### config.mk
export PLATFORM = sky130hd
export DESIGN_NAME = weight_im2col
export DESIGN_NICKNAME = d
export VERILOG_FILES = /design/src/verilog/im2col_cfg_pkg.sv /design/src/verilog/im2col_data_pkg.sv /design/src/verilog/conv_geometry.sv /design/src/verilog/weight_sequencer.sv /design/src/verilog/weight_fetch.sv /design/src/verilog/weight_im2col.sv
export SDC_FILE = /design/constraint.sdc
export NUM_CORES = 2
export LEC_CHECK = 0
export BUFFER_PORTS_ARGS = -buffer_cell sky130_fd_sc_hd__buf_2
export CORE_AREA = 2 2 372 374
export DETAILED_ROUTE_END_ITERATION = 8
export DIE_AREA = 0 0 374 376
export PLACE_DENSITY = 0.73
export REMOVE_ABC_BUFFERS = 1
export SYNTH_ARGS = -nofsm -noshare
export SYNTH_HDL_FRONTEND = slang
export SYNTH_SLANG_ARGS = --single-unit
### constraint.sdc
create_clock -name clk -period 97.7 [get_ports clk]
set_input_delay 9.77 -clock clk [delete_from_list [all_inputs] [get_ports clk]]
set_output_delay 9.77 -clock clk [all_outputs]
set_load 0.01 [all_outputs]
### src/verilog/im2col_cfg_pkg.sv
package im2col_cfg_pkg;

    localparam int KERNEL_SIZE       = 6;    // 6x6 kernel only
    localparam int WORDS_PER_SLICE   = 9;    // 36 weights / 4 per word
    localparam int FILTERS_PER_GROUP = 10;

    // where the tile sits in the layer, decides column padding
    typedef enum logic [1:0] {
        tile_first,
        tile_middle,
        tile_last
    } tile_pos_t;

    // layer opcode
    typedef struct packed {
        logic [9:0]  in_row;
        logic [9:0]  in_column;
        logic [1:0]  stride;
        logic [1:0]  padding;
        tile_pos_t   tile_pos;
        logic [11:0] input_channel;
        logic [11:0] output_channel;
    } conv_cfg_t;

    typedef logic [15:0] count_t;    // loop counts, replay totals

endpackage

### src/verilog/im2col_data_pkg.sv
package im2col_data_pkg;

    localparam int LANES_PER_WORD = 4;    // weights per memory word

    typedef logic [15:0] weight_t;    // Q7.9
    typedef logic [63:0] mem_word_t;

    // one 6x6 slice, seen as memory words by the fetch unit
    // and as single weights by the conv array
    // weight k sits in word k/4, lane k%4, lane 0 low
    typedef union packed {
        mem_word_t [im2col_cfg_pkg::WORDS_PER_SLICE-1:0]                words;
        weight_t   [im2col_cfg_pkg::WORDS_PER_SLICE*LANES_PER_WORD-1:0] weights;
    } weight_vec_t;

endpackage

### src/verilog/conv_geometry.sv
`timescale 1ns/10ps

module conv_geometry
    import im2col_cfg_pkg::*;
(
    input  logic      clk,
    input  logic      reset,
    input  logic      clear,
    input  logic      load,
    input  conv_cfg_t cfg,
    output count_t    replays
);

    localparam int POSITIONS_PER_REPLAY = 10;

    count_t      row_span;
    count_t      col_span;
    count_t      col_pad;
    count_t      step;
    count_t      rows;
    count_t      cols;
    logic [31:0] total;

    // only middle tiles get padding on the column edge
    assign col_pad  = (cfg.tile_pos == tile_middle) ? count_t'(cfg.padding) : '0;
    assign row_span = count_t'(cfg.in_row) + count_t'({cfg.padding, 1'b0});
    assign col_span = count_t'(cfg.in_column) + col_pad;
    assign step     = (cfg.stride == 2'd0) ? 16'd1 : count_t'(cfg.stride);    // stride 0 read as 1

    assign rows = (row_span < count_t'(KERNEL_SIZE)) ? '0 :
                  (row_span - count_t'(KERNEL_SIZE)) / step + 16'd1;
    assign cols = (col_span < count_t'(KERNEL_SIZE)) ? '0 :
                  (col_span - count_t'(KERNEL_SIZE)) / step + 16'd1;

    assign total = 32'(rows) * 32'(cols);

    always_ff @(posedge clk or negedge reset) begin
        if (!reset) begin
            replays <= '0;
        end else if (clear) begin
            replays <= '0;
        end else if (load) begin
            replays <= count_t'(total / 32'(POSITIONS_PER_REPLAY));
        end
    end

endmodule

### src/verilog/weight_sequencer.sv
`timescale 1ns/10ps

module weight_sequencer
    import im2col_cfg_pkg::*, im2col_data_pkg::*;
#(
    parameter int ADDR_WIDTH = 14
) (
    input  logic                  clk,
    input  logic                  reset,
    input  logic                  clear,
    input  logic                  conv_en,
    input  logic                  weight_pause,
    input  conv_cfg_t             cfg,
    input  count_t                replays,
    output logic                  load,
    output logic                  fetch_start,
    output logic [ADDR_WIDTH-1:0] fetch_base,
    input  logic                  fetch_done,
    input  weight_vec_t           fetch_vec,
    output logic                  vector_valid,
    output weight_vec_t           vector,
    output logic                  done
);

    typedef logic [ADDR_WIDTH-1:0] addr_t;

    typedef enum logic [2:0] {
        st_idle,
        st_size,
        st_fetch,
        st_hold,
        st_done
    } state_t;

    state_t     state;
    logic [3:0] filter_cnt;
    count_t     channel_cnt;
    count_t     replay_cnt;
    count_t     group_first;    // first filter of the current group
    addr_t      group_base;
    addr_t      filter_off;
    addr_t      channel_off;
    addr_t      filter_step;
    logic       last_filter;
    logic       last_channel;
    logic       last_replay;
    logic       last_group;
    logic       last_slice;
    logic       empty_run;
    logic       emit;

    assign filter_step = addr_t'(cfg.input_channel) * addr_t'(WORDS_PER_SLICE);
    assign fetch_base  = group_base + filter_off + channel_off;
    assign load        = (state == st_idle) && conv_en;

    assign last_filter  = filter_cnt == 4'(FILTERS_PER_GROUP - 1);
    assign last_channel = channel_cnt == count_t'(cfg.input_channel) - 16'd1;
    assign last_replay  = replay_cnt == replays - 16'd1;
    assign last_group   = (group_first + count_t'(2 * FILTERS_PER_GROUP)) >
                          count_t'(cfg.output_channel);
    assign last_slice   = last_filter && last_channel && last_replay && last_group;

    assign empty_run = (replays == '0) || (cfg.input_channel == '0) ||
                       (count_t'(cfg.output_channel) < count_t'(FILTERS_PER_GROUP));

    // vector goes out on the first unpaused cycle once it is assembled
    assign emit = !weight_pause && ((state == st_fetch && fetch_done) || state == st_hold);

    always_ff @(posedge clk or negedge reset) begin
        if (!reset) begin
            state        <= st_idle;
            fetch_start  <= 1'b0;
            vector_valid <= 1'b0;
            done         <= 1'b0;
            filter_cnt   <= '0;
            channel_cnt  <= '0;
            replay_cnt   <= '0;
            group_first  <= '0;
            group_base   <= '0;
            filter_off   <= '0;
            channel_off  <= '0;
        end else if (clear) begin
            state        <= st_idle;
            fetch_start  <= 1'b0;
            vector_valid <= 1'b0;
            done         <= 1'b0;
            filter_cnt   <= '0;
            channel_cnt  <= '0;
            replay_cnt   <= '0;
            group_first  <= '0;
            group_base   <= '0;
            filter_off   <= '0;
            channel_off  <= '0;
        end else begin
            fetch_start  <= 1'b0;
            vector_valid <= 1'b0;
            done         <= (state == st_done);    // one cycle behind the last vector

            case (state)
                st_idle: begin
                    if (conv_en) begin
                        state <= st_size;    // replays registered this edge
                    end
                end
                st_size: begin
                    if (empty_run) begin
                        state <= st_done;
                    end else begin
                        fetch_start <= 1'b1;
                        state       <= st_fetch;
                    end
                end
                st_fetch: begin
                    if (fetch_done && weight_pause) begin
                        state <= st_hold;
                    end
                end
                st_hold, st_done: begin
                end
                default: begin
                    state <= st_idle;
                end
            endcase

            if (emit) begin
                vector_valid <= 1'b1;
                if (last_slice) begin
                    state <= st_done;
                end else begin
                    fetch_start <= 1'b1;
                    state       <= st_fetch;
                end

                // filter innermost, then channel, replay, group
                if (!last_filter) begin
                    filter_cnt <= filter_cnt + 4'd1;
                    filter_off <= filter_off + filter_step;
                end else begin
                    filter_cnt <= '0;
                    filter_off <= '0;
                    if (!last_channel) begin
                        channel_cnt <= channel_cnt + 16'd1;
                        channel_off <= channel_off + addr_t'(WORDS_PER_SLICE);
                    end else begin
                        channel_cnt <= '0;
                        channel_off <= '0;
                        if (!last_replay) begin
                            replay_cnt <= replay_cnt + 16'd1;
                        end else begin
                            replay_cnt <= '0;
                            if (last_group) begin
                                group_first <= '0;
                                group_base  <= '0;
                            end else begin
                                group_first <= group_first + count_t'(FILTERS_PER_GROUP);
                                group_base  <= group_base + filter_off + filter_step;    // +10 slices
                            end
                        end
                    end
                end
            end
        end
    end

    always_ff @(posedge clk) begin
        if (emit) begin
            vector <= fetch_vec;
        end
    end

endmodule

### src/verilog/weight_fetch.sv
`timescale 1ns/10ps

module weight_fetch
    import im2col_cfg_pkg::*, im2col_data_pkg::*;
#(
    parameter int ADDR_WIDTH = 14
) (
    input  logic                  clk,
    input  logic                  reset,
    input  logic                  clear,
    input  logic                  fetch_start,
    input  logic [ADDR_WIDTH-1:0] fetch_base,
    output logic                  rd_en,
    output logic [ADDR_WIDTH-1:0] rd_addr,
    input  mem_word_t             rd_data,
    output logic                  fetch_done,
    output weight_vec_t           fetch_vec
);

    localparam logic [3:0] LAST_WORD = 4'(WORDS_PER_SLICE - 1);

    logic [3:0] word_cnt;     // word being requested
    logic [3:0] store_idx;    // word arriving on rd_data
    logic       store_en;

    always_ff @(posedge clk or negedge reset) begin
        if (!reset) begin
            rd_en      <= 1'b0;
            rd_addr    <= '0;
            word_cnt   <= '0;
            store_en   <= 1'b0;
            store_idx  <= '0;
            fetch_done <= 1'b0;
        end else if (clear) begin
            rd_en      <= 1'b0;
            rd_addr    <= '0;
            word_cnt   <= '0;
            store_en   <= 1'b0;
            store_idx  <= '0;
            fetch_done <= 1'b0;
        end else begin
            // memory answers one cycle after the request
            store_en   <= rd_en;
            store_idx  <= word_cnt;
            fetch_done <= store_en && (store_idx == LAST_WORD);

            if (fetch_start) begin
                rd_en    <= 1'b1;
                rd_addr  <= fetch_base;
                word_cnt <= '0;
            end else if (rd_en) begin
                rd_addr  <= rd_addr + ADDR_WIDTH'(1);
                word_cnt <= word_cnt + 4'd1;
                if (word_cnt == LAST_WORD) begin
                    rd_en <= 1'b0;
                end
            end
        end
    end

    always_ff @(posedge clk) begin
        if (store_en) begin
            fetch_vec.words[store_idx] <= rd_data;
        end
    end

endmodule

### src/verilog/weight_im2col.sv
`timescale 1ns/10ps

module weight_im2col
    import im2col_cfg_pkg::*, im2col_data_pkg::*;
#(
    parameter int ADDR_WIDTH = 14
) (
    input  logic                  clk,
    input  logic                  reset,
    input  logic                  clear,
    input  logic                  conv_en,
    input  conv_cfg_t             cfg,
    output logic                  rd_en,
    output logic [ADDR_WIDTH-1:0] rd_addr,
    input  mem_word_t             rd_data,
    input  logic                  weight_pause,
    output logic                  vector_valid,
    output weight_vec_t           vector,
    output logic                  done
);

    logic                  load;
    count_t                replays;
    logic                  fetch_start;
    logic [ADDR_WIDTH-1:0] fetch_base;
    logic                  fetch_done;
    weight_vec_t           fetch_vec;

    conv_geometry conv_geometry_i (
        .clk     (clk),
        .reset   (reset),
        .clear   (clear),
        .load    (load),
        .cfg     (cfg),
        .replays (replays)
    );

    weight_sequencer #(
        .ADDR_WIDTH (ADDR_WIDTH)
    ) weight_sequencer_i (
        .clk          (clk),
        .reset        (reset),
        .clear        (clear),
        .conv_en      (conv_en),
        .weight_pause (weight_pause),
        .cfg          (cfg),
        .replays      (replays),
        .load         (load),
        .fetch_start  (fetch_start),
        .fetch_base   (fetch_base),
        .fetch_done   (fetch_done),
        .fetch_vec    (fetch_vec),
        .vector_valid (vector_valid),
        .vector       (vector),
        .done         (done)
    );

    weight_fetch #(
        .ADDR_WIDTH (ADDR_WIDTH)
    ) weight_fetch_i (
        .clk         (clk),
        .reset       (reset),
        .clear       (clear),
        .fetch_start (fetch_start),
        .fetch_base  (fetch_base),
        .rd_en       (rd_en),
        .rd_addr     (rd_addr),
        .rd_data     (rd_data),
        .fetch_done  (fetch_done),
        .fetch_vec   (fetch_vec)
    );

endmodule

==> metrics.md <==
| Metric | Value |
|---|---|
| Status | `finished, final reports clean` |
| Crit-path max FO | `12` |
| NumNets Final | `6,863` |
| Area delta synth->final | `14.1%` |
| Max Slew Vio Count | `0` |
| Max_slew headroom | `0.150` |
| Ys Warns | `0` |
| Worst Path Required | `between 90 and 100 ns` |
| CTS Hold Buffers Added | `0` |
| First-iteration detailed-routing DRC count | `approximately 5,000` |
| Hold_sp | `weight_fetch_i.fetch_vec[26]` |
| Starting Density | `0.497` |
| Final Cycle Share | `0.612` |
| Worst path max stage delay | `between 0.8 and 0.9 ns` |
| Drt drc | `0` |
| Clock slew seen by the registers of the worst setup and hold paths | `around 0.06 ns` |
| Number of buffers created by CTS | `between 100 and 150` |
| Routability Congestion | `approximately 0.94` |
| Worst-Margin Slew | `1.27 ns` |
| Cells after Synth | `between 5,000 and 6,000` |
| Sequential-to-total area share from yosys stat | `0.561` |
| Routed wire length | `about 180,000 um` |
| Avg Cell Area, Syn | `12.2 um2` |
| # IOs | `712` |
| H-Tree Depth | `3` |
| Clock Skew | `0.0661 ns` |
| Post-synth top flop | `edfxtp_1` |
| Final TNS setup | `0 ns` |
| Pin count of the biggest net entering global routing | `roughly 180` |
| Row cnt | `136` |
| Vias in the first global route | `46,700` |
| Final std cells w/o fill | `approximately 8,200` |
| Via count | `around 48,000` |
| Routed wire per std cell | `between 20 and 25 um` |
| RSZ-0062 raised after global routing | `no` |
| Post-synthesis cell type count | `roughly 130` |
| Global Route Usage Sum | `0.258` |
| Synth area leader | `edfxtp_1` |
| Clk sinks | `1,292` |
| Main area contributors after synthesis | `edfxtp_1, fa_1, dfrtp_1` |
| Flops & latches, synth | `~1,300` |
| DP Area | `roughly 0.074 mm2` |
| Slowest-stage cell, CP | `nor3_1` |
| Final Hold Fails | `0` |
| Port bufs | `around 700` |
| Max clock buf depth | `3` |
| Setup violators final | `0` |
| Crit path launch type | `primary input` |
| CTS tree | `built` |
| Hpwl dp | `~130,000 um` |
| Post-DR vias/cell | `~5.9` |
| Max-cap violations | `0` |
| Most used cell, CP | `ha_1` |
| Arr. time, crit path | `approximately 60 ns` |
| Grt total ovfl | `0` |
| Crit path from | `cfg[26]` |
| Crit end category | `flop` |
| Placed cells | `a little under 8,000` |
| Root Buffer | `clkbuf_16` |
| Most common cell in the netlist | `edfxtp_1` |
| Routed Antenna Nets | `0` |
| Synth cell count leaders | `edfxtp_1, nor2_1, nand2_1` |
| Crit path time final | `59.82 ns` |
| Critical R2R Launch | `conv_geometry_i.replays[4]` |
| Global-route wire length before repair | `282,000 um` |
| Fin area | `0.0774 mm2` |
| Cell Area, Synth | `roughly 0.068 mm2` |
| Ys async rst share | `0.108` |
| Core area | `between 0.1 and 0.15 mm2` |
| 1st-pass router iterations | `6` |
| Setup Buffers After CTS | `0` |
| Clock Latency Late Sink | `around 0.8 ns` |
| Die area | `about 0.14 mm2` |
| Die Span X | `374 um` |
| Post-synth top area share | `0.509` |
| Max Fclk | `between 15 and 20 MHz` |
| WS Path Type | `primary input to flop` |
| Die height | `~380 um` |
| Antenna violations before repair | `12` |
| Resized cells post-CTS | `0` |
| HP Class | `flop to flop` |
| Share of layout cells above drive strength 1 | `0.175` |
| EDFF count, synth | `approximately 1,200` |
state kept, by name, summed over array words and instances, names as in the netlist, 15 cells and up:
register	flops
conv_geometry_i.replays	16
weight_fetch_i.fetch_vec	576
weight_sequencer_i.channel_cnt	16
weight_sequencer_i.group_first	15
weight_sequencer_i.replay_cnt	16
weight_sequencer_i.vector	576
critical path, delay by kind of cell:
| kind | cells | cell delay [ns] |
|---|---|---|
| XOR/XNOR | 1 | 0.21 |
| buffers and inverters | 5 | 0.43 |
| AO/OA/AOI/OAI | 66 | 17.30 |
| adder cells (fa/ha/maj) | 26 | 9.27 |
| AND/OR/NAND/NOR | 63 | 19.97 |
| multiplexers | 9 | 3.34 |
metal layers:
metal | part of all wire | GRT usage | up-vias
met1 | 0.41 | 0.342 | 23700
met5 | 0.00028 | 0 | -
met2 | 0.48 | 0.433 | 2091
met4 | 0.037 | 0.0917 | 6
li1 | - | - | 22200
met3 | 0.070 | 0.0408 | 323
layout make-up:
cell class | count | area, um2
well taps | 1794 | 2240
diodes | 4 | 10.0
inverters | 318 | 1190
fillers | 11000 | 59200
clock buffers | 143 | 3070
flip-flops and latches | 1292 | 38100
clock inverters | 76 | 807
repair buffers | 770 | 4020
multi-input cells | 3772 | 28000
logic make-up (layout without fill, tap and decap cells):
kind of cell	Yosys count	after routing	synth area share
other cells	0	4	0
buf+inv	481	1307	0.0277
fa+ha+maj	472	472	0.109
flops	1292	1292	0.561
xor+xnor	305	305	0.0404
compound gates	1187	1187	0.123
simple gates	1744	1744	0.129
mux	64	64	0.0103
per-stage QoR:
stage / hold slack [ns] / util / setup WS (ns)
4_1_cts: 0.357 / 0.567 / 38.30
2_1_floorplan: 0.400 / - / 8.73
5_1_grt: 0.372 / 0.567 / 34.04
6_report: 0.360 / 0.567 / 37.88
3_5_place_dp: 0.405 / 0.538 / 37.64
3_3_place_gp: 0.400 / 0.538 / 38.22
cells in the final DEF (no fill, tap or decap), types with 23 or more instances in the layout:
| cell type | instances |
|---|---|
| o21a_1 | 62 |
| o21bai_1 | 41 |
| nand2b_1 | 58 |
| nor3_1 | 165 |
| xnor2_1 | 198 |
| buf_4 | 58 |
| a31oi_1 | 49 |
| xor2_1 | 96 |
| clkbuf_1 | 24 |
| mux2i_1 | 41 |
| nor2_1 | 435 |
| inv_1 | 318 |
| a211oi_1 | 64 |
| o31ai_1 | 36 |
| nor2b_1 | 34 |
| edfxtp_1 | 1152 |
| clkbuf_16 | 119 |
| a21o_1 | 63 |
| buf_2 | 710 |
| o211a_1 | 23 |
| or3_1 | 58 |
| nor4_1 | 37 |
| and3_1 | 72 |
| dfrtp_1 | 140 |
| o21ai_0 | 227 |
| clkinv_1 | 27 |
| ha_1 | 270 |
| nand2_1 | 411 |
| fa_1 | 201 |
| nand4_1 | 66 |
| and2_1 | 51 |
| nand3_1 | 172 |
| or2_2 | 40 |
| o211ai_1 | 40 |
| a21oi_1 | 241 |
worst paths after layout:
kind                            slack [ns]                           endpoint  cells after the start
max in group asynchronous            87.24  weight_sequencer_i.filter_off[12]                      2
worst min register to register        0.36      weight_sequencer_i.vector[26]                      0
min in group asynchronous             9.04          weight_fetch_i.rd_addr[7]                      1
worst max register to register       92.61  weight_sequencer_i.group_first[3]                     13
worst max-delay path                 37.88         conv_geometry_i.replays[1]                    170
worst min-delay path                  0.36      weight_sequencer_i.vector[26]                      0
Power is not shown: default switching activity piles up to over one toggle a cycle in this logic, so the estimate is an artifact.
